## config.mk

```make
export PLATFORM = sky130hd
export DESIGN_NAME = acfMac_flat
export DESIGN_NICKNAME = d
export VERILOG_FILES = /design/src/common/acfCtrlPkg.sv /design/src/common/lpcPkg.sv /design/src/common/macBus.sv /design/src/rtl/acfMac.sv /design/src/flat_wrapper.sv
export SDC_FILE = /design/constraint.sdc
export NUM_CORES = 1
export LEC_CHECK = 0
export ABC_AREA = 1
export BUFFER_PORTS_ARGS = -buffer_cell sky130_fd_sc_hd__clkbuf_2
export CORE_UTILIZATION = 40
export DETAILED_ROUTE_END_ITERATION = 10
export GPL_TIMING_DRIVEN = 0
export SETUP_SLACK_MARGIN = 0.1
export SYNTH_ARGS = -nofsm -noshare
export SYNTH_HDL_FRONTEND = slang
export SYNTH_SLANG_ARGS = --single-unit
```

## constraint.sdc

```tcl
create_clock -name clk -period 3.5 [get_ports clk]
set_input_delay 0.7 -clock clk [delete_from_list [all_inputs] [get_ports clk]]
set_output_delay 0.7 -clock clk [all_outputs]
set_load 0.1 [all_outputs]
```

## src/common/acfCtrlPkg.sv

```systemverilog
package acfCtrlPkg;

	// Sequencer phases
	typedef enum logic [1:0] {
		// Collecting a frame
		sLoad,
		// Products of one lag
		sAccum,
		// Two cycles for the MAC pipeline
		sDrain,
		// Result handed out
		sEmit
	} seqState_t;

	// Accumulator opcodes, valid with the operands on the same cycle
	typedef enum logic [1:0] {
		opIdle,
		opClear,
		opAccum,
		opEmit
	} macOp_t;

endpackage

```

## src/common/lpcPkg.sv

```systemverilog
package lpcPkg;

	// Frame and lag geometry
	localparam int frameLen = 240;
	localparam int numLags = 11;

	// Datapath widths
	localparam int sampleW = 16;
	localparam int acfW = 40;
	localparam int idxW = 8;
	localparam int lagW = 4;

	//////////////////////////////////////////////////////////////////////
	// Asymmetric analysis window, unsigned Q15
	// Rising half-Hamming over the first 200 taps, quarter cosine after
	//////////////////////////////////////////////////////////////////////
	localparam logic [sampleW-1:0] hammingWindow [frameLen] = '{
		2621, 2623, 2629, 2638, 2651, 2668, 2689, 2713, 2741, 2772,
		2808, 2847, 2890, 2936, 2986, 3040, 3097, 3158, 3223, 3291,
		3363, 3438, 3517, 3599, 3685, 3774, 3867, 3963, 4063, 4166,
		4272, 4382, 4495, 4611, 4731, 4853, 4979, 5108, 5240, 5376,
		5514, 5655, 5800, 5947, 6097, 6250, 6406, 6565, 6726, 6890,
		7057, 7227, 7399, 7573, 7750, 7930, 8112, 8296, 8483, 8672,
		8863, 9057, 9252, 9450, 9650, 9852, 10055, 10261, 10468, 10677,
		10888, 11101, 11315, 11531, 11748, 11967, 12187, 12409, 12632, 12856,
		13082, 13308, 13536, 13764, 13994, 14225, 14456, 14688, 14921, 15155,
		15389, 15624, 15859, 16095, 16331, 16568, 16805, 17042, 17279, 17516,
		17754, 17991, 18228, 18465, 18702, 18939, 19175, 19411, 19647, 19882,
		20117, 20350, 20584, 20816, 21048, 21279, 21509, 21738, 21967, 22194,
		22420, 22644, 22868, 23090, 23311, 23531, 23749, 23965, 24181, 24394,
		24606, 24816, 25024, 25231, 25435, 25638, 25839, 26037, 26234, 26428,
		26621, 26811, 26999, 27184, 27368, 27548, 27727, 27903, 28076, 28247,
		28415, 28581, 28743, 28903, 29061, 29215, 29367, 29515, 29661, 29804,
		29944, 30081, 30214, 30345, 30472, 30597, 30718, 30836, 30950, 31062,
		31170, 31274, 31376, 31474, 31568, 31659, 31747, 31831, 31911, 31988,
		32062, 32132, 32198, 32261, 32320, 32376, 32428, 32476, 32521, 32561,
		32599, 32632, 32662, 32688, 32711, 32729, 32744, 32755, 32763, 32767,
		// Peak, then the cosine tail
		32767, 32741, 32665, 32537, 32359, 32129, 31850, 31521, 31143, 30716,
		30242, 29720, 29151, 28538, 27879, 27177, 26433, 25647, 24821, 23957,
		23055, 22117, 21145, 20139, 19102, 18036, 16941, 15820, 14674, 13505,
		12315, 11106, 9879, 8637, 7381, 6114, 4838, 3554, 2264, 971
	};

endpackage

```

## src/common/macBus.sv

```systemverilog
`timescale 1ns/10ps

interface macBus
	import lpcPkg::*, acfCtrlPkg::*;
();

	// Windowed operand pair y[n] and y[n-k]
	logic signed [sampleW-1:0] opA;
	logic signed [sampleW-1:0] opB;

	// What the accumulator does with them
	macOp_t op;

	// Current lag, tags the emitted result
	logic [lagW-1:0] lag;

	modport buffer (output opA, output opB);

	modport control (output op, output lag);

	modport mac (input opA, input opB, input op, input lag);

endinterface

```

## src/rtl/acfMac.sv

```systemverilog
`timescale 1ns/10ps

module acfMac
	import lpcPkg::*, acfCtrlPkg::*;
(
	input  logic                   clk,
	input  logic                   rstN,
	macBus.mac                     mac,
	output logic signed [acfW-1:0] acfOut,
	output logic [lagW-1:0]        acfLag,
	output logic                   acfValid
);

	// Product stage
	logic signed [2*sampleW-1:0] prodQ;
	macOp_t opQ;
	logic [lagW-1:0] lagQ;

	// Accumulate stage
	logic signed [acfW-1:0] acc;
	logic signed [acfW-1:0] prodExt;

	assign prodExt = {{(acfW-2*sampleW){prodQ[2*sampleW-1]}}, prodQ};

	//////////////////////////////////////////////////////////////////////
	// Datapath
	//////////////////////////////////////////////////////////////////////
	always_ff @(posedge clk) begin
		prodQ <= $signed({{sampleW{mac.opA[sampleW-1]}}, mac.opA})
			* $signed({{sampleW{mac.opB[sampleW-1]}}, mac.opB});
		lagQ <= mac.lag;
		case (opQ)
			opClear: acc <= '0;
			opAccum: acc <= acc + prodExt;
			default: acc <= acc;
		endcase
		// Result and its lag leave together
		if (opQ == opEmit) begin
			acfOut <= acc;
			acfLag <= lagQ;
		end
	end

	// Opcode follows the product register
	always_ff @(posedge clk or negedge rstN) begin
		if (!rstN) begin
			opQ <= opIdle;
			acfValid <= 1'b0;
		end else begin
			opQ <= mac.op;
			acfValid <= (opQ == opEmit);
		end
	end

endmodule

```

## src/flat_wrapper.sv

```systemverilog
// flat-port wrapper written by rule: the top's interface ports become plain ports
module acfMac_flat import lpcPkg::*, acfCtrlPkg::*;
  (clk, rstN, acfOut, acfLag, acfValid, mac_opA, mac_opB, mac_op, mac_lag);
  macBus mac_i ();
  input  logic clk;
  input  logic rstN;
  output logic signed [acfW-1:0] acfOut;
  output logic [lagW-1:0] acfLag;
  output logic acfValid;
  input wire logic [$bits(mac_i.opA)-1:0] mac_opA;
  input wire logic [$bits(mac_i.opB)-1:0] mac_opB;
  input wire logic [$bits(mac_i.op)-1:0] mac_op;
  input wire logic [$bits(mac_i.lag)-1:0] mac_lag;
  assign mac_i.opA = mac_opA;
  assign mac_i.opB = mac_opB;
  assign mac_i.op = mac_op;
  assign mac_i.lag = mac_lag;
  acfMac u_core (.clk(clk), .rstN(rstN), .mac(mac_i), .acfOut(acfOut), .acfLag(acfLag), .acfValid(acfValid));
endmodule
```

==> impl_results.md <==
- Routed Antenna Nets: 0
- Die Width: roughly 210 um
- Clock Pin Slew Worst Setup and Hold Paths: around 0.06 ns
- CP max-delay cell: fa_2
- First-pass GRT wire length: ~80000 um
- RR Startpoint: u_core.acc[0]
- PortBufs: 57
- Worst slew pin tran: between 0.6 and 0.7 ns
- Initial antenna violation count: 0
- WHS: slightly below 0.06 ns
- Bufs on Longest Clock Path: 2
- Post-Syn Area per Cell: slightly below 8 um^2
- CTS Buf Count: 17
- Largest net degree at the start of global routing: 26
- Vias in the first global route: 15109
- Max_slew headroom: a little under three fifths
- GPL Wtd Cong: ~0.95
- Post-synthesis simple-gate area fraction: 20.72%
- H-tree depth: 4
- Pre-Repair DR Iteration Count: 5
- Synth Net Count: approximately 2700
- Count of cell types in the netlist: 37
- Fin area: 22190 um^2
- Seq cells post-synth: 123
- Compound-Gate Fraction of Synth Area: roughly 4.6%
- Die H: between 200 and 250 um
- DPL Wire Length: ~40000 um
- Root buffer cell: clkbuf_16
- CP dominant cell by count: fa_1
- 1st-iter DRT viols: just under 900
- Violated checks: negative setup slack
- Synth Area in Adders: ~39%
- Post-synthesis mux area share: 0%
- Tcrit/Tclk final: 152.0%
- Detailed-route DRC error count: 0
- Final setup fails: 26
- Synth Area in XOR/XNOR: 1.673%
- Critical path cell sequence: clkbuf_16 > clkbuf_16 > nand2_4 > inv_2 > fa_2 > fa_2 > buf_6 > fa_1 > fa_1 > fa_1 > fa_1 > ha_4 > nand2_2 > nor2_4 > nand2_1 > nor3_1 > nand2_1 > nand3_1 > nand2_1 > nand2_2
- Main combinational cell family by area after synthesis: adder cells
- Overflow after GRT: 0
- CTS tree: yes
- CP top delay family: adder cells
- DR vias/cell: roughly 5
- Setup CP Type: input port to register
- PnR worst setup slack: -1.820 ns
- CTS sink count: approximately 120
- Final hold vios: 0
- Core Area: 42230 um^2
- Ant diodes: 0
- Vias: around 15000
- R2R setup slack: a little under 0.7 ns
- WP depth: 20
- Initial Util: between 40% and 50%
- RSZ-0062 raised after global routing: true
- Post-DP Area: about 19000 um^2
- Sequential share of the synthesized area: about a fifth
- # IOs: 85
- Total track usage: a little under a quarter
- Syn Inst Count: about 2200
- Post-route setup TNS: -37.94 ns
- CP Capture Type: register
- Max-capacitance violation count: 0
- DRT Wirelength: roughly 50000 um
- Placed cell count: ~2800
- Fmax: 188.0 MHz
- Layout Cells excl Fill: just under 3000
- Final Skew: roughly 0.011 ns
- Layout cells sized above 1: 21.73%
- R2R depth: 11
- Status: finished, violations left
- CP Launch Type: input port
- Skew-Pair Late Insertion Delay: approximately 0.42 ns
- Layout Nets: 2838
- DR WL/cell: 16.81 um
- Crit-path max FO: 7
- HP Class: input port to asynchronous set/reset pin
- Syn-to-layout area delta: 28.48%
- Worst R2R End: u_core.acc[28]
- Post-Syn Area: between 15000 and 20000 um^2
- Final Slew Violations: 0
- Final min period: 5.320 ns
- Max stage delay on crit path: between 0.6 and 0.7 ns
- Die ar.: roughly 44000 um^2
- CP Launch Point: mac_opA[15]
- Synth warnings: 0
- Critical path data arrival time: approximately 5.7 ns
- # rows: 75
- Setup crit end: u_core.prodQ[28]
- Worst path bufs/invs: 4
- CP required: about 3.9 ns
-- what timing repair did --
| item | in CTS | in global routing |
|---|---|---|
| pin swaps | 113 | 66 |
| resized for setup | 241 | 100 |
| hold buffers | 0 | 0 |
| gates cloned | 5 | 0 |
| endpoints found under the setup margin | 26 | 26 |
| setup buffers | 83 | 16 |
-- flip-flops by register name, summed over array words and instances (netlist names) --
| name | count |
|---|---|
| u_core.lagQ | 4 |
| u_core.acfOut | 40 |
| u_core.opQ | 2 |
| u_core.acc | 40 |
| u_core.acfValid | 1 |
| u_core.acfLag | 4 |
| u_core.prodQ | 32 |
-- Yosys cell counts, drive strengths merged --
library cell  instances  area [um^2]
a211oi                1        7.510
a21boi                2        15.01
a21o                  6        45.04
a21oi                74        389.1
a31oi                 1        6.260
buf                   2        8.750
clkbuf               60        225.2
clkinv                1        3.750
dfrtp                 3        75.07
dfxtp                36        720.7
edfxtp               84         2522
fa                  263         5265
ha                  123         1539
inv                 598         2245
nand2               647         2469
nand3                54        275.3
nand3b                2        15.01
nand4                17        106.4
nor2                160        628.1
nor3                 11        60.06
o211ai                3        22.52
o21a                  9        67.56
o21ai                35        186.4
o21bai                8        60.06
or2                   4        25.02
xnor2                 9        78.83
xor2                 24        210.2
-- how the worst min path moves through the flow --
stage	from	endpoint	slack, ns	depth (start not counted)
after floorplan	u_core.lagQ[0]	u_core.acfLag[0]	0.39	0
after global placement	u_core.lagQ[3]	u_core.acfLag[3]	0.39	0
after detailed placement	u_core.lagQ[1]	u_core.acfLag[1]	0.39	0
after CTS	rstN	u_core.opQ[0]	0.05	1
after global routing	rstN	u_core.opQ[1]	0.05	1
final	rstN	u_core.acfValid	0.06	1
-- area by class of cell --
| type | count | area, um^2 |
|---|---|---|
| clock inverter | 13 | 138.9 |
| clock buffer | 19 | 464.2 |
| buffer | 62 | 1184 |
| fill | 3926 | 20040 |
| timing repair buffer | 156 | 1315 |
| sequential | 123 | 3318 |
| multi-input combinational | 1453 | 12840 |
| tap | 539 | 674.4 |
| inverter | 599 | 2260 |
-- layout by cell type, fill, tap and decap left out, types with 15 or more instances in the layout --
master	instances
clkbuf_16	55
clkbuf_8	17
inv_2	50
nor2_1	126
inv_1	544
ha_4	35
fa_2	20
xor2_1	17
nand2_2	42
clkbuf_2	53
nor2_4	19
nand2_1	579
o21ai_0	19
buf_6	29
a21oi_1	50
nand2_4	24
nor2_2	15
buf_4	59
nand3_1	45
ha_1	85
dfxtp_1	36
nand4_1	17
edfxtp_1	84
fa_1	243
-- layer usage --
layer  GRT usage [%]  up-vias  routed length (um)
li1                -     6916                   -
met1           31.68     7060               21470
met2           40.44      461               23680
met3           3.576       79                3494
met4           6.469        0                1181
met5               0        -                   0
-- kinds of logic (layout without fill, tap and decap cells) --
family	Yosys count	after routing
compound gates	139	139
buf+inv	661	849
xor+xnor	33	33
fa+ha+maj	386	386
flops	123	123
simple gates	895	895
-- per-stage QoR --
step	setup slack (ns)	utilization, %
final	-1.820	52.55
after global routing	-1.987	52.55
after CTS	-1.806	51.51
after detailed placement	-2.691	45.62
after global placement	-2.659	45.50
after floorplan	-1.885	-
Power is not shown: default switching activity piles up to over one toggle a cycle in this logic, so the estimate is an artifact.
