--- config.mk ---
export PLATFORM = sky130hd
export DESIGN_NAME = sampleCounter
export DESIGN_NICKNAME = d
export VERILOG_FILES = /design/src/common/lpcPkg.sv /design/src/rtl/sampleCounter.sv
export SDC_FILE = /design/constraint.sdc
export NUM_CORES = 1
export LEC_CHECK = 0
export ABC_CLOCK_PERIOD_IN_PS = 1900
export BUFFER_PORTS_ARGS = -buffer_cell sky130_fd_sc_hd__buf_2
export CORE_MARGIN = 2
export CORE_UTILIZATION = 30
export DETAILED_ROUTE_END_ITERATION = 10
export PLACE_DENSITY_LB_ADDON = 0.05
export RECOVER_POWER = 100
export SLEW_MARGIN = 40
export SYNTH_ARGS = -nofsm -noshare
export SYNTH_HDL_FRONTEND = slang
export SYNTH_SLANG_ARGS = --single-unit
--- constraint.sdc ---
create_clock -name clk -period 1.9 [get_ports clk]
set_input_delay 0.19 -clock clk [delete_from_list [all_inputs] [get_ports clk]]
set_output_delay 0.19 -clock clk [all_outputs]
set_load 0.01 [all_outputs]
--- src/common/lpcPkg.sv ---
package lpcPkg;

	// Frame and lag geometry
	localparam int frameLen = 240;
	localparam int numLags = 11;

	// Datapath widths
	localparam int sampleW = 16;
	localparam int acfW = 40;
	localparam int idxW = 8;
	localparam int lagW = 4;

	//////////////////////////////////////////////////////////////////////
	// Asymmetric analysis window, unsigned Q15
	// Rising half-Hamming over the first 200 taps, quarter cosine after
	//////////////////////////////////////////////////////////////////////
	localparam logic [sampleW-1:0] hammingWindow [frameLen] = '{
		2621, 2623, 2629, 2638, 2651, 2668, 2689, 2713, 2741, 2772,
		2808, 2847, 2890, 2936, 2986, 3040, 3097, 3158, 3223, 3291,
		3363, 3438, 3517, 3599, 3685, 3774, 3867, 3963, 4063, 4166,
		4272, 4382, 4495, 4611, 4731, 4853, 4979, 5108, 5240, 5376,
		5514, 5655, 5800, 5947, 6097, 6250, 6406, 6565, 6726, 6890,
		7057, 7227, 7399, 7573, 7750, 7930, 8112, 8296, 8483, 8672,
		8863, 9057, 9252, 9450, 9650, 9852, 10055, 10261, 10468, 10677,
		10888, 11101, 11315, 11531, 11748, 11967, 12187, 12409, 12632, 12856,
		13082, 13308, 13536, 13764, 13994, 14225, 14456, 14688, 14921, 15155,
		15389, 15624, 15859, 16095, 16331, 16568, 16805, 17042, 17279, 17516,
		17754, 17991, 18228, 18465, 18702, 18939, 19175, 19411, 19647, 19882,
		20117, 20350, 20584, 20816, 21048, 21279, 21509, 21738, 21967, 22194,
		22420, 22644, 22868, 23090, 23311, 23531, 23749, 23965, 24181, 24394,
		24606, 24816, 25024, 25231, 25435, 25638, 25839, 26037, 26234, 26428,
		26621, 26811, 26999, 27184, 27368, 27548, 27727, 27903, 28076, 28247,
		28415, 28581, 28743, 28903, 29061, 29215, 29367, 29515, 29661, 29804,
		29944, 30081, 30214, 30345, 30472, 30597, 30718, 30836, 30950, 31062,
		31170, 31274, 31376, 31474, 31568, 31659, 31747, 31831, 31911, 31988,
		32062, 32132, 32198, 32261, 32320, 32376, 32428, 32476, 32521, 32561,
		32599, 32632, 32662, 32688, 32711, 32729, 32744, 32755, 32763, 32767,
		// Peak, then the cosine tail
		32767, 32741, 32665, 32537, 32359, 32129, 31850, 31521, 31143, 30716,
		30242, 29720, 29151, 28538, 27879, 27177, 26433, 25647, 24821, 23957,
		23055, 22117, 21145, 20139, 19102, 18036, 16941, 15820, 14674, 13505,
		12315, 11106, 9879, 8637, 7381, 6114, 4838, 3554, 2264, 971
	};

endpackage

--- src/rtl/sampleCounter.sv ---
`timescale 1ns/10ps

module sampleCounter
	import lpcPkg::*;
(
	input  logic            clk,
	input  logic            rstN,
	input  logic            countLoad,
	input  logic            countStep,
	input  logic            lagStep,
	input  logic            lagReset,
	output logic [idxW-1:0] idx,
	output logic [lagW-1:0] lag,
	output logic            idxLast,
	output logic            lagLast
);

	// Lag value after this cycle
	logic [lagW-1:0] lagNext;

	always_comb begin
		lagNext = lag;
		if (lagReset) begin
			lagNext = '0;
		end else if (lagStep) begin
			lagNext = lag + lagW'(1);
		end
	end

	// A lag run starts at n = k
	always_ff @(posedge clk or negedge rstN) begin
		if (!rstN) begin
			idx <= '0;
			lag <= '0;
		end else begin
			lag <= lagNext;
			if (countLoad) begin
				idx <= {{(idxW-lagW){1'b0}}, lagNext};
			end else if (countStep) begin
				idx <= idx + idxW'(1);
			end
		end
	end

	assign idxLast = (idx == idxW'(frameLen - 1));

	assign lagLast = (lag == lagW'(numLags - 1));

endmodule

==> results_tabular.tex, run 1 <==
\begin{tabular}{lr}
\hline
Metric & Value \\
\hline
\multicolumn{2}{l}{\textbf{Status}} \\
Run status & finished, final reports clean \\
\multicolumn{2}{l}{\textbf{Drt}} \\
Remaining antenna violation count after routing & 0 \\
Average wire per cell in the routed design & 12.4 um \\
Iter 0 DRT Violations & 8 \\
DRC violation count after routing & 0 \\
Drt via density & 4.77 \\
DRT Wirelength & 1380 um \\
Routed via count & 529 \\
Detailed-router iteration count before antenna repair & 4 \\
\multicolumn{2}{l}{\textbf{Worst setup path}} \\
Path depth of the worst reg2reg path & 4 \\
Setup crit start kind & flip-flop \\
Endpoint required time on the critical path & 1.71 ns \\
Element type at the critical path end & output pin \\
Arrival time worst endpoint & 1.32 ns \\
Maximum fanout count along the critical path & 5 \\
Launch point of the worst reg-to-reg path & idx[0]\$\_DFFE\_PN0P\_ \\
Minimum setup slack among reg-to-reg paths & 0.44 ns \\
Reg2Reg Capture Point & idx[6]\$\_DFFE\_PN0P\_ \\
Class of the most critical setup path & flip-flop to output pin \\
\multicolumn{2}{l}{\textbf{Synth}} \\
Post-Synthesis Mean Instance Area & 10.1 um2 \\
Portion of the post-synthesis area used by sequential elements & 47.3\% \\
Number of enable-type register cells in the synthesized netlist & 0 \\
Fraction of synthesis flops using an asynchronous set or reset pin & 100\% \\
Count of distinct cell types in the synthesized netlist & 23 \\
Post-synthesis register bit count & 12 \\
Mapped Area & 634 um2 \\
Post-Synthesis Net Count & 72 \\
Gate count after technology mapping & 63 \\
Number of warnings reported in the yosys synthesis log & 0 \\
Top flip-flop cell by instance count after synthesis & sky130\_fd\_sc\_hd\_\_dfrtp\_1 \\
\multicolumn{2}{l}{\textbf{STA}} \\
Setup repair after global routing missed its margin & false \\
Final setup slack of the worst path & 0.391 ns \\
Total negative slack & 0 ns \\
Hold\_ws & 0.172 ns \\
Peak clock frequency supported by timing & 663 MHz \\
Final-report max-slew violation count & 0 \\
Relative slew margins & 54.9\% \\
Pin slew with the least headroom to its limit & 0.677 ns \\
Final setup violation count & 0 \\
Share of the clock period used by the worst path after layout & 79.4\% \\
Final Hold Vio Count & 0 \\
Clock tree skew after final layout & 0.000274 ns \\
Min Clock Period, post-route & 1.51 ns \\
\multicolumn{2}{l}{\textbf{CTS}} \\
Longest Clk Path Bufs & 2 \\
Root Buffer Master & sky130\_fd\_sc\_hd\_\_clkbuf\_4 \\
Total clock buffers created by CTS & 3 \\
Insertion delay of the later-clocked pin in the worst-skew pair & 0.26 ns \\
Post-CTS setup buffers & 0 \\
Clk slew on worst S/H paths & 0.07 ns \\
Number of clock sinks seen by CTS & 12 \\
CTS tree & done \\
Count of H-tree levels built during CTS & 1 \\
\multicolumn{2}{l}{\textbf{Cells and area}} \\
Top library cells by usage in the layout, fill and taps aside & 15 x sky130\_fd\_sc\_hd\_\_clkbuf\_1, 12 x sky130\_fd\_sc\_hd\_\_dfrtp\_1, 8 x sky130\_fd\_sc\_hd\_\_nor2\_1 \\
Filler cell count in the final layout & 208 \\
Post-route core utilization & 38.1\% \\
Ant. Diodes & 0 \\
Layout-stage area growth over the synthesis result & 18.9\% \\
Area of combinational cells with multiple inputs & 304 um2 \\
Register area & 300 um2 \\
Most common cell after layout, fill and taps aside & sky130\_fd\_sc\_hd\_\_clkbuf\_1 \\
Post-route insts no fill & 111 \\
Layout cells sized above 1 & 9.52\% \\
\# nets final & 95 \\
\multicolumn{2}{l}{\textbf{Worst hold path}} \\
Worst-case hold path end point & lag[2]\$\_DFF\_PN0\_ \\
Startpoint of the lowest-slack hold path & lagReset \\
Class of the tightest hold or removal check & input pin to flip-flop \\
Number of cells on the worst hold path & 2 \\
\multicolumn{2}{l}{\textbf{Global route}} \\
Number of antenna violations at the first check in global routing & 0 \\
GRT Total Usage & 12.0\% \\
Maximum number of pins on one net before global-route repair & 13 \\
Via count of the first global-routing pass & 452 \\
Wire length of the first global-routing pass & 2210 um \\
Global route overflow & 0 \\
\multicolumn{2}{l}{\textbf{Floorplan}} \\
Initial Utilization & 32.0\% \\
Site row count & 16 \\
I/O pin count & 20 \\
Die ar. & 0.00250 mm2 \\
Height of the chip & 50.0 um \\
X dimension of the die & 50.0 um \\
Core Footprint & 0.00198 mm2 \\
\multicolumn{2}{l}{\textbf{Placement}} \\
Detailed Place HPWL & 1040 um \\
Input/output buffers & 19 \\
Number of placed cells counting well taps & 107 \\
Setup slack after placement & 0.506 ns \\
Routability cong. & 0.716 \\
\multicolumn{2}{l}{\textbf{Power and ir drop}} \\
Worst ir drop on vdd & 417 uV \\
Leak Pwr & 0.337 nW \\
PD cells & 699 mW/mm2 \\
\multicolumn{2}{l}{\textbf{Run}} \\
Count of maximum capacitance violations & 0 \\
\hline
\end{tabular}
-- through the flow --
step / power [W] / area [um2]
6_report: 0.000528 / 754
5_1_grt: 0.000562 / 754
4_1_cts: 0.000545 / 779
3_5_place_dp: 0.000390 / 747
3_3_place_gp: 0.000389 / 747
2_1_floorplan: 0.000350 / 634
-- state kept, by name, indices dropped and copies added, names as in the netlist --
register and count:
idx 8, lag 4
-- worst max-delay path: stages (launching register included) --
cell and delay (ns):
sky130_fd_sc_hd__dfrtp_1 0.44, sky130_fd_sc_hd__ha_1 0.26, sky130_fd_sc_hd__nand2_1 0.07, sky130_fd_sc_hd__nor3_1 0.12, sky130_fd_sc_hd__clkbuf_1 0.17
-- per-layer routing --
metal / share of wire [%] / track usage, % / vias to the layer above
met4: 0 / 2.78 / 0
met5: 0 / 0 / -
met1: 51 / 17.9 / 249
met3: 6.2 / 5.76 / 0
li1: - / - / 267
met2: 42 / 15.1 / 13
-- report_power, final --
part | switching (W) | internal [W]
clock | 0.0000741 | 0.0000732
sequential | 0.0000246 | 0.000271
combinational | 0.0000482 | 0.0000367
-- cell usage after synthesis, drive strengths merged (2+ instances only) --
master / n / area share (%)
nand4: 5 / 5.9
buf: 2 / 2.6
dfrtp: 12 / 47
xor2: 4 / 5.5
nand2: 5 / 3.0
nor2: 8 / 4.7
o31ai: 2 / 2.4
a21oi: 3 / 2.4
ha: 3 / 5.9
or3: 3 / 3.0
o21ai: 4 / 3.2
mux2i: 2 / 3.2
inv: 2 / 1.2
-- worst max path at each step --
stage	from	to	cells after the start
final	idx[0]$_DFFE_PN0P_	idxLast	4
after global routing	idx[1]$_DFFE_PN0P_	idxLast	4
after CTS	idx[0]$_DFFE_PN0P_	idxLast	4
after detailed placement	idx[0]$_DFFE_PN0P_	idx[6]$_DFFE_PN0P_	4
after global placement	idx[0]$_DFFE_PN0P_	idx[6]$_DFFE_PN0P_	4
after floorplan	idx[0]$_DFFE_PN0P_	idx[6]$_DFFE_PN0P_	4
-- logic make-up (layout without fill, tap and decap cells) --
family          count (synthesis)  in the layout  share of synthesized area (%)
compound gates                 12             12                           11.4
simple gates                   24             24                           19.7
flops                          12             12                           47.3
fa+ha+maj                       3              3                           5.92
xor+xnor                        5              5                           6.90
buf+inv                         4             25                           3.75
mux                             3              3                           4.93
-- what timing repair did --
action | in CTS | in global routing
resized for setup | 0 | 0
hold buffers | 1 | 0
hold endpoints to repair | 12 | 0
-- layout make-up --
| type | instances | share of cell area [%] |
|---|---|---|
| Timing Repair Buffer | 20 | 11.4 |
| Sequential cell | 12 | 39.8 |
| Multi-Input combinational cell | 47 | 40.3 |
| Tap cell | 27 | 4.48 |
| Inverter | 2 | 0.995 |
| Clock buffer | 3 | 2.99 |
Power figures use the tool's default switching activity.
==> run 2: changes to the inputs <==
--- a/config.mk
+++ b/config.mk
@@ -5,7 +5,8 @@
 export SDC_FILE = /design/constraint.sdc
 export NUM_CORES = 1
 export LEC_CHECK = 0
-export ABC_CLOCK_PERIOD_IN_PS = 1900
+export ABC_AREA = 1
+export ABC_CLOCK_PERIOD_IN_PS = 1400
 export BUFFER_PORTS_ARGS = -buffer_cell sky130_fd_sc_hd__buf_2
 export CORE_MARGIN = 2
 export CORE_UTILIZATION = 30
==> constraint.sdc (replaced) <==
create_clock -name clk -period 1.4 [get_ports clk]
set_input_delay 0.14 -clock clk [delete_from_list [all_inputs] [get_ports clk]]
set_output_delay 0.14 -clock clk [all_outputs]
set_load 0.01 [all_outputs]
==> run 2 against run 1 <==
Net effect: synthesized cell count up 51%; worst hold slack worse by 0.032 ns; combinational power up 50%; global-route usage up 2.8 points; total power up 51%; sequential power up 29%; sequential cell count unchanged; count of clock-buffer cells in the layout up 1; largest cell class unchanged.
==> results_tabular.tex, run 2 <==
\begin{tabular}{lr}
\hline
Metric & Value \\
\hline
\multicolumn{2}{l}{\textbf{Drt}} \\
Routed via count & 685 (+29\%) \\
Drt via density & 4.57 (-4.2\%) \\
DRT Wirelength & 1660 um (+21\%) \\
DRC violation count after routing & 0 (unchanged) \\
Remaining antenna violation count after routing & 0 (unchanged) \\
Detailed-router iteration count before antenna repair & 4 (unchanged) \\
Iter 0 DRT Violations & 6 (-2) \\
Average wire per cell in the routed design & 11.1 um (-11\%) \\
\multicolumn{2}{l}{\textbf{Cells and area}} \\
Area of all placed cells without fillers & 895 um2 (+19\%) \\
Area of combinational cells with multiple inputs & 353 um2 (+16\%) \\
Top library cells by usage in the layout, fill and taps aside & 30 x sky130\_fd\_sc\_hd\_\_nand2\_1, 11 x sky130\_fd\_sc\_hd\_\_inv\_1, 11 x sky130\_fd\_sc\_hd\_\_dfrtp\_1 \\
\# nets final & 132 (+39\%) \\
Largest registers & idx: 8 flops, lag: 4 flops \\
Filler cell count in the final layout & 255 (+23\%) \\
Ant. Diodes & 0 (unchanged) \\
Biggest register & idx \\
Most common cell after layout, fill and taps aside & sky130\_fd\_sc\_hd\_\_nand2\_1 \\
Layout-stage area growth over the synthesis result & 29.8\% \\
Post-route core utilization & 40.8\% (+2.8 points) \\
Post-route insts no fill & 150 (+35\%) \\
Layout cells sized above 1 & 21.3\% (+12 points) \\
Max FFs per register & 8 (unchanged) \\
Register area & 302 um2 (+0.42\%) \\
\multicolumn{2}{l}{\textbf{Floorplan}} \\
Site row count & 17 (+1) \\
I/O pin count & 20 (unchanged) \\
Die ar. & 0.00270 mm2 (+8.0\%) \\
Height of the chip & 51.9 um (+3.9\%) \\
Initial Utilization & 31.5\% (-0.54 points) \\
X dimension of the die & 51.9 um (+3.9\%) \\
Core Footprint & 0.00219 mm2 (+11\%) \\
\multicolumn{2}{l}{\textbf{Global route}} \\
Number of antenna violations at the first check in global routing & 0 (unchanged) \\
Global route overflow & 0 (unchanged) \\
Met3 GRT Util & 3.16\% (-2.6 points) \\
Maximum number of pins on one net before global-route repair & 13 (unchanged) \\
Via count of the first global-routing pass & 639 (+41\%) \\
GRT busiest layer & met2 \\
GR Layer Usage met1 & 19.4\% (+1.5 points) \\
Wire length of the first global-routing pass & 2830 um (+28\%) \\
GRT Total Usage & 14.8\% (+2.8 points) \\
Met2 usage in global routing & 21.7\% (+6.6 points) \\
\multicolumn{2}{l}{\textbf{CTS}} \\
Count of H-tree levels built during CTS & 1 (unchanged) \\
Number of clock sinks seen by CTS & 12 (unchanged) \\
Root Buffer Master & sky130\_fd\_sc\_hd\_\_clkbuf\_4 \\
CTS tree & done \\
Clk slew on worst S/H paths & 0.09 ns (+0.02 ns) \\
Insertion delay of the later-clocked pin in the worst-skew pair & 0.28 ns (+0.02 ns) \\
Longest Clk Path Bufs & 2 (unchanged) \\
Total clock buffers created by CTS & 3 (unchanged) \\
\multicolumn{2}{l}{\textbf{Worst setup path}} \\
Arrival time worst endpoint & 1.24 ns (-0.08 ns) \\
Class of the most critical setup path & flip-flop to output pin \\
Endpoint required time on the critical path & 1.26 ns (-0.45 ns) \\
Minimum setup slack among reg-to-reg paths & 0.26 ns (-0.18 ns) \\
Maximum fanout count along the critical path & 3 (-2) \\
Worst path cell trace & ha\_2 -> nand3\_2 -> nor4\_2 -> buf\_2 \\
Reg2Reg Capture Point & idx[3]\$\_DFFE\_PN0P\_ \\
Cell family with most CP delay & flip-flops \\
Element type at the critical path end & output pin \\
Path depth of the worst reg2reg path & 8 (+4) \\
Setup crit start kind & flip-flop \\
Largest stage delay on the critical path & 0.37 ns (-0.07 ns) \\
Launch point of the worst reg-to-reg path & idx[1]\$\_DFFE\_PN0P\_ \\
Cell with the largest stage delay on the worst path & sky130\_fd\_sc\_hd\_\_dfrtp\_1 \\
Number of buffer and inverter stages on the critical path & 1 (unchanged) \\
\multicolumn{2}{l}{\textbf{Synth}} \\
Number of warnings reported in the yosys synthesis log & 0 (unchanged) \\
Count of distinct cell types in the synthesized netlist & 16 (-30\%) \\
Mapped Area & 689 um2 (+8.7\%) \\
Leading area contributor after synthesis & sky130\_fd\_sc\_hd\_\_dfrtp\_1 \\
Cell with the most instances after synthesis & sky130\_fd\_sc\_hd\_\_nand2\_1 \\
Gate count after technology mapping & 95 (+51\%) \\
Post-Synthesis Mean Instance Area & 7.26 um2 (-28\%) \\
Post-synth top area share & 43.6\% (-3.8 points) \\
Top flip-flop cell by instance count after synthesis & sky130\_fd\_sc\_hd\_\_dfrtp\_1 \\
Number of enable-type register cells in the synthesized netlist & 0 (unchanged) \\
Combinational family with the most area after synthesis & simple AND/OR/NAND/NOR gates \\
Area fraction in compound gates after synthesis & 6.90\% (-4.5 points) \\
Most area-consuming cells after synthesis & sky130\_fd\_sc\_hd\_\_dfrtp\_1 44\%, sky130\_fd\_sc\_hd\_\_nand2\_1 16\%, sky130\_fd\_sc\_hd\_\_nand3\_1 8.0\%, sky130\_fd\_sc\_hd\_\_inv\_1 6.0\%, sky130\_fd\_sc\_hd\_\_ha\_1 5.4\% \\
Synth cell count leaders & 30 x sky130\_fd\_sc\_hd\_\_nand2\_1, 12 x sky130\_fd\_sc\_hd\_\_dfrtp\_1, 11 x sky130\_fd\_sc\_hd\_\_inv\_1, 11 x sky130\_fd\_sc\_hd\_\_nand3\_1, 10 x sky130\_fd\_sc\_hd\_\_nor2\_1 \\
Post-Synthesis Net Count & 104 (+44\%) \\
Fraction of synthesis flops using an asynchronous set or reset pin & 100\% (unchanged) \\
Post-synthesis share of cell area spent on full adders, half adders and majority gates & 5.44\% (-0.47 points) \\
Portion of the post-synthesis area used by sequential elements & 43.6\% (-3.8 points) \\
Post-synthesis register bit count & 12 (unchanged) \\
Synth Area in XOR/XNOR & 0\% (-6.9 points) \\
Simple-gate share of the synthesized area & 36.8\% (+17 points) \\
Mux share of post-synthesis cell area & 0\% (-4.9 points) \\
\multicolumn{2}{l}{\textbf{Worst hold path}} \\
Worst-case hold path end point & lag[1]\$\_DFF\_PN0\_ \\
Number of cells on the worst hold path & 2 (unchanged) \\
Class of the tightest hold or removal check & input pin to flip-flop \\
Startpoint of the lowest-slack hold path & lagStep \\
\multicolumn{2}{l}{\textbf{Placement}} \\
Area after detailed placement & 815 um2 (+9.0\%) \\
Number of placed cells counting well taps & 141 (+32\%) \\
Setup slack after placement & 0.215 ns (-0.291 ns) \\
Routability cong. & 0.763 (+6.6\%) \\
Detailed Place HPWL & 1210 um (+17\%) \\
Input/output buffers & 19 (unchanged) \\
\multicolumn{2}{l}{\textbf{STA}} \\
Pin slew with the least headroom to its limit & 0.673 ns (-0.00388 ns) \\
Final Hold Vio Count & 0 (unchanged) \\
Relative slew margins & 55.1\% (+0.26 points) \\
Final setup slack of the worst path & 0.0181 ns (-0.373 ns) \\
Peak clock frequency supported by timing & 724 MHz \\
Final-report max-slew violation count & 0 (unchanged) \\
Clock tree skew after final layout & 0.0110 ns (+0.0108 ns) \\
Final setup violation count & 0 (unchanged) \\
Min Clock Period, post-route & 1.38 ns \\
Share of the clock period used by the worst path after layout & 98.7\% \\
Setup repair after global routing missed its margin & true \\
\multicolumn{2}{l}{\textbf{Power and ir drop}} \\
PD cells & 892 mW/mm2 (+28\%) \\
Leak Pwr & 0.462 nW (+37\%) \\
Worst ir drop on vdd & 412 uV (-1.4\%) \\
Final Total Pwr & 0.000798 W (+51\%) \\
\multicolumn{2}{l}{\textbf{Status}} \\
Run status & finished, final reports clean \\
\multicolumn{2}{l}{\textbf{Run}} \\
Count of maximum capacitance violations & 0 (unchanged) \\
\hline
\end{tabular}
-- run 2: cell types whose count changed in the layout (fill, tap and decap cells not counted), moves of 6 or more --
| cell | previous run | this run |
|---|---|---|
| sky130_fd_sc_hd__buf_2 | 4 | 10 |
| sky130_fd_sc_hd__nand3_1 | 0 | 10 |
| sky130_fd_sc_hd__clkbuf_1 | 15 | 9 |
| sky130_fd_sc_hd__inv_1 | 2 | 11 |
| sky130_fd_sc_hd__nand2_1 | 5 | 30 |
-- run 2: through the flow --
stage	hold slack [ns]	TNS (ns)
6_report	0.140	0
5_1_grt	0.142	-0.0463
4_1_cts	0.120	0
3_5_place_dp	0.0497	0
3_3_place_gp	0.0462	0
2_1_floorplan	-0.156	0
-- run 2: area by class of cell --
| cell class | instances | area share [%] |
|---|---|---|
| Sequential cell | 12 | 33.7 |
| Multi-Input combinational cell | 70 | 39.4 |
| Inverter | 12 | 5.03 |
| Tap cell | 28 | 3.92 |
| Timing Repair Buffer | 24 | 13.8 |
| Clock buffer | 4 | 4.06 |
-- run 2: timing repair --
action	in CTS	in global routing
setup endpoints to repair	1	2
pin swaps	0	1
hold buffers	1	0
resized for setup	3	1
setup buffers	2	2
endpoints found under the hold margin	12	0
-- run 2: worst max-delay path by stage --
stage / depth (start not counted) / start / endpoint / slack (ns)
after floorplan: 3 / idx[0]$_DFFE_PN0P_ / idxLast / 0.21
after global placement: 4 / idx[1]$_DFFE_PN0P_ / idxLast / 0.23
after detailed placement: 4 / idx[1]$_DFFE_PN0P_ / idxLast / 0.22
after CTS: 4 / idx[1]$_DFFE_PN0P_ / idxLast / 0.008
after global routing: 4 / idx[1]$_DFFE_PN0P_ / idxLast / -0.05
final: 4 / idx[1]$_DFFE_PN0P_ / idxLast / 0.02
-- run 2: metal layers --
metal	routed length (um)	up-vias
met3	82	2
met2	710	16
met1	851	311
li1	-	356
met4	17	0
met5	0	-
-- run 2: kinds of logic (layout without fill, tap and decap cells) --
group | count (synthesis) | count (layout)
AND/OR/NAND/NOR | 58 | 58
buffers and inverters | 13 | 40
adder cells (fa/ha/maj) | 3 | 3
flip-flops | 12 | 12
AO/OA/AOI/OAI | 9 | 9
-- run 2: where the power goes --
group	switching [W]	internal, W	total (W)
Combinational	0.0000771	0.0000498	0.000127
Clock	0.000130	0.000158	0.000288
Sequential	0.0000189	0.000364	0.000383
-- run 2: worst reg2reg max path: cells and delay by family (launching register included) --
family        cells  cell delay, ns
buf+inv           1            0.13
simple gates      7            0.56
flops             1            0.37
==> run 3: changes to the inputs <==
--- a/config.mk
+++ b/config.mk
@@ -10,10 +10,10 @@
 export BUFFER_PORTS_ARGS = -buffer_cell sky130_fd_sc_hd__buf_2
 export CORE_MARGIN = 2
 export CORE_UTILIZATION = 30
+export CTS_BUF_LIST = sky130_fd_sc_hd__clkbuf_4
 export DETAILED_ROUTE_END_ITERATION = 10
 export PLACE_DENSITY_LB_ADDON = 0.05
 export RECOVER_POWER = 100
-export SLEW_MARGIN = 40
 export SYNTH_ARGS = -nofsm -noshare
 export SYNTH_HDL_FRONTEND = slang
 export SYNTH_SLANG_ARGS = --single-unit
==> run 3 against run 2 <==
Net effect: maximum frequency shrank 0.95%; critical endpoint unchanged; final area did not move; routed wire length fell by 0.48%; via count is 0.44% lower; clock power fell by 22%; sequential cell count unchanged; largest cell class unchanged; register-to-register slack about the same; setup slack got worse by 0.013 ns.
==> results_tabular.tex, run 3 (synthesis results as in run 2) <==
\begin{tabular}{lr}
\hline
Metric & Value \\
\hline
\multicolumn{2}{l}{\textbf{Status}} \\
Run status & finished, final reports clean \\
\multicolumn{2}{l}{\textbf{Floorplan}} \\
Initial Utilization & 31.5\% (unchanged) \\
Height of the chip & 51.9 um (unchanged) \\
Core Footprint & 0.00219 mm2 (unchanged) \\
Site row count & 17 (unchanged) \\
X dimension of the die & 51.9 um (unchanged) \\
Die ar. & 0.00270 mm2 (unchanged) \\
I/O pin count & 20 (unchanged) \\
\multicolumn{2}{l}{\textbf{Worst setup path}} \\
Cell with the largest stage delay on the worst path & sky130\_fd\_sc\_hd\_\_dfrtp\_1 \\
Path depth of the worst reg2reg path & 8 (unchanged) \\
Element type at the critical path end & output pin \\
Startpoint of the most critical setup path & idx[0]\$\_DFFE\_PN0P\_ \\
Endpoint required time on the critical path & 1.26 ns (about the same) \\
Maximum fanout count along the critical path & 4 (+1) \\
Launch point of the worst reg-to-reg path & idx[0]\$\_DFFE\_PN0P\_ \\
Setup crit start kind & flip-flop \\
Reg2Reg Capture Point & idx[3]\$\_DFFE\_PN0P\_ \\
Crit path capture & idxLast \\
Minimum setup slack among reg-to-reg paths & 0.26 ns (about the same) \\
Worst path cell trace & ha\_2 -> nand3\_2 -> nor4\_2 -> buf\_2 \\
Class of the most critical setup path & flip-flop to output pin \\
Largest stage delay on the critical path & 0.39 ns (+0.02 ns) \\
Arrival time worst endpoint & 1.26 ns (+0.02 ns) \\
\multicolumn{2}{l}{\textbf{CTS}} \\
Count of H-tree levels built during CTS & 1 (unchanged) \\
CTS tree & done \\
Insertion delay of the later-clocked pin in the worst-skew pair & 0.28 ns (about the same) \\
Total clock buffers created by CTS & 3 (unchanged) \\
Clk slew on worst S/H paths & 0.09 ns (about the same) \\
Number of clock sinks seen by CTS & 12 (unchanged) \\
Root Buffer Master & sky130\_fd\_sc\_hd\_\_clkbuf\_4 \\
Longest Clk Path Bufs & 2 (unchanged) \\
\multicolumn{2}{l}{\textbf{STA}} \\
Setup repair after global routing missed its margin & true \\
Relative slew margins & 55.4\% (+0.21 points) \\
Final-report max-slew violation count & 0 (unchanged) \\
Share of the clock period used by the worst path after layout & 99.7\% (+0.94 points) \\
Pin slew with the least headroom to its limit & 0.670 ns (-0.00323 ns) \\
Min Clock Period, post-route & 1.40 ns (+0.0132 ns) \\
Clock tree skew after final layout & 0.0161 ns (+0.00510 ns) \\
Final setup violation count & 0 (unchanged) \\
Peak clock frequency supported by timing & 717 MHz (-0.95\%) \\
Final Hold Vio Count & 0 (unchanged) \\
\multicolumn{2}{l}{\textbf{Drt}} \\
Remaining antenna violation count after routing & 0 (unchanged) \\
Routed via count & 682 (-0.44\%) \\
DRT Wirelength & 1650 um (-0.48\%) \\
DRC violation count after routing & 0 (unchanged) \\
Drt via density & 4.55 (-0.44\%) \\
Iter 0 DRT Violations & 13 (+7) \\
Detailed-router iteration count before antenna repair & 4 (unchanged) \\
Average wire per cell in the routed design & 11.0 um (-0.48\%) \\
\multicolumn{2}{l}{\textbf{Run}} \\
Count of maximum capacitance violations & 0 (unchanged) \\
\multicolumn{2}{l}{\textbf{Global route}} \\
Maximum number of pins on one net before global-route repair & 13 (unchanged) \\
Via count of the first global-routing pass & 621 (-2.8\%) \\
GRT Total Usage & 14.7\% (-0.061 points) \\
Number of antenna violations at the first check in global routing & 0 (unchanged) \\
Wire length of the first global-routing pass & 2820 um (-0.49\%) \\
Global route overflow & 0 (unchanged) \\
\multicolumn{2}{l}{\textbf{Power and ir drop}} \\
Leak Pwr & 0.488 nW (+5.6\%) \\
Final Total Pwr & 0.000738 W (-7.6\%) \\
Worst ir drop on vdd & 380 uV (-7.6\%) \\
PD cells & 824 mW/mm2 (-7.6\%) \\
\multicolumn{2}{l}{\textbf{Placement}} \\
Routability cong. & 0.763 (unchanged) \\
Detailed Place HPWL & 1210 um (unchanged) \\
Input/output buffers & 19 (unchanged) \\
Area after detailed placement & 815 um2 (unchanged) \\
Number of placed cells counting well taps & 141 (unchanged) \\
\multicolumn{2}{l}{\textbf{Cells and area}} \\
Layout-stage area growth over the synthesis result & 29.8\% (unchanged) \\
\# nets final & 132 (unchanged) \\
Largest registers & idx: 8 flops, lag: 4 flops \\
Max FFs per register & 8 (unchanged) \\
Biggest register & idx \\
Top library cells by usage in the layout, fill and taps aside & 30 x sky130\_fd\_sc\_hd\_\_nand2\_1, 18 x sky130\_fd\_sc\_hd\_\_buf\_2, 11 x sky130\_fd\_sc\_hd\_\_inv\_1, 11 x sky130\_fd\_sc\_hd\_\_dfrtp\_1 \\
Area of all placed cells without fillers & 895 um2 (unchanged) \\
Ant. Diodes & 0 (unchanged) \\
Most common cell after layout, fill and taps aside & sky130\_fd\_sc\_hd\_\_nand2\_1 \\
Layout cells sized above 1 & 27.0\% (+5.7 points) \\
Post-route insts no fill & 150 (unchanged) \\
\multicolumn{2}{l}{\textbf{Worst hold path}} \\
Startpoint of the lowest-slack hold path & lagStep \\
Class of the tightest hold or removal check & input pin to flip-flop \\
\hline
\end{tabular}
run 3: per-layer routing:
layer | vias up | share of wire, % | track usage, %
met5 | - | 0 | 0
met4 | 0 | 1.0 | 9.21
met3 | 2 | 4.8 | 2.87
met2 | 15 | 44 | 21.5
met1 | 309 | 50 | 19.8
li1 | 356 | - | -
run 3: metrics by stage:
step | hold slack [ns] | setup WS (ns) | TNS, ns | utilization, %
floorplan | -0.156 | 0.210 | 0 | -
global placement | 0.0462 | 0.230 | 0 | 37.2
detailed placement | 0.0497 | 0.215 | 0 | 37.2
CTS | 0.120 | -0.00850 | -0.00850 | 39.8
global route | 0.142 | -0.0628 | -0.0628 | 40.8
finish | 0.139 | 0.00490 | 0 | 40.8
run 3: layout make-up:
class	instances	area, um2
clock buffers	3	22.5
clock inverters	1	3.75
fillers	255	1300
inverters	12	45.0
multi-input cells	70	353
flip-flops and latches	12	302
well taps	28	35.0
repair buffers	24	134
run 3: power breakdown:
group	switching, W	leakage, nW	internal [W]
clock network	0.000122	0.0154	0.000103
logic	0.0000758	0.313	0.0000526
registers	0.0000201	0.160	0.000364
run 3: worst min path at each step:
stage	end	depth (start not counted)	slack (ns)
after floorplan	idx[0]$_DFFE_PN0P_	0	-0.16
after global placement	idx[2]$_DFFE_PN0P_	1	0.05
after detailed placement	idx[0]$_DFFE_PN0P_	1	0.05
after CTS	lag[1]$_DFF_PN0_	2	0.12
after global routing	lag[1]$_DFF_PN0_	2	0.14
final	lag[1]$_DFF_PN0_	2	0.14
run 3: worst max-delay path, delay by kind of cell (launching register included):
kind                     cells  cell delay, ns
flip-flops                   1            0.39
adder cells (fa/ha/maj)      1            0.21
buffers and inverters        1            0.17
AND/OR/NAND/NOR              2            0.22
run 3: repair_timing:
action / CTS / global route
pin swaps: 0 / 1
resized for setup: 3 / 1
endpoints found under the hold margin: 12 / 0
hold buffers: 1 / 0
setup endpoints to repair: 1 / 2
buffers inserted: 1 / 3
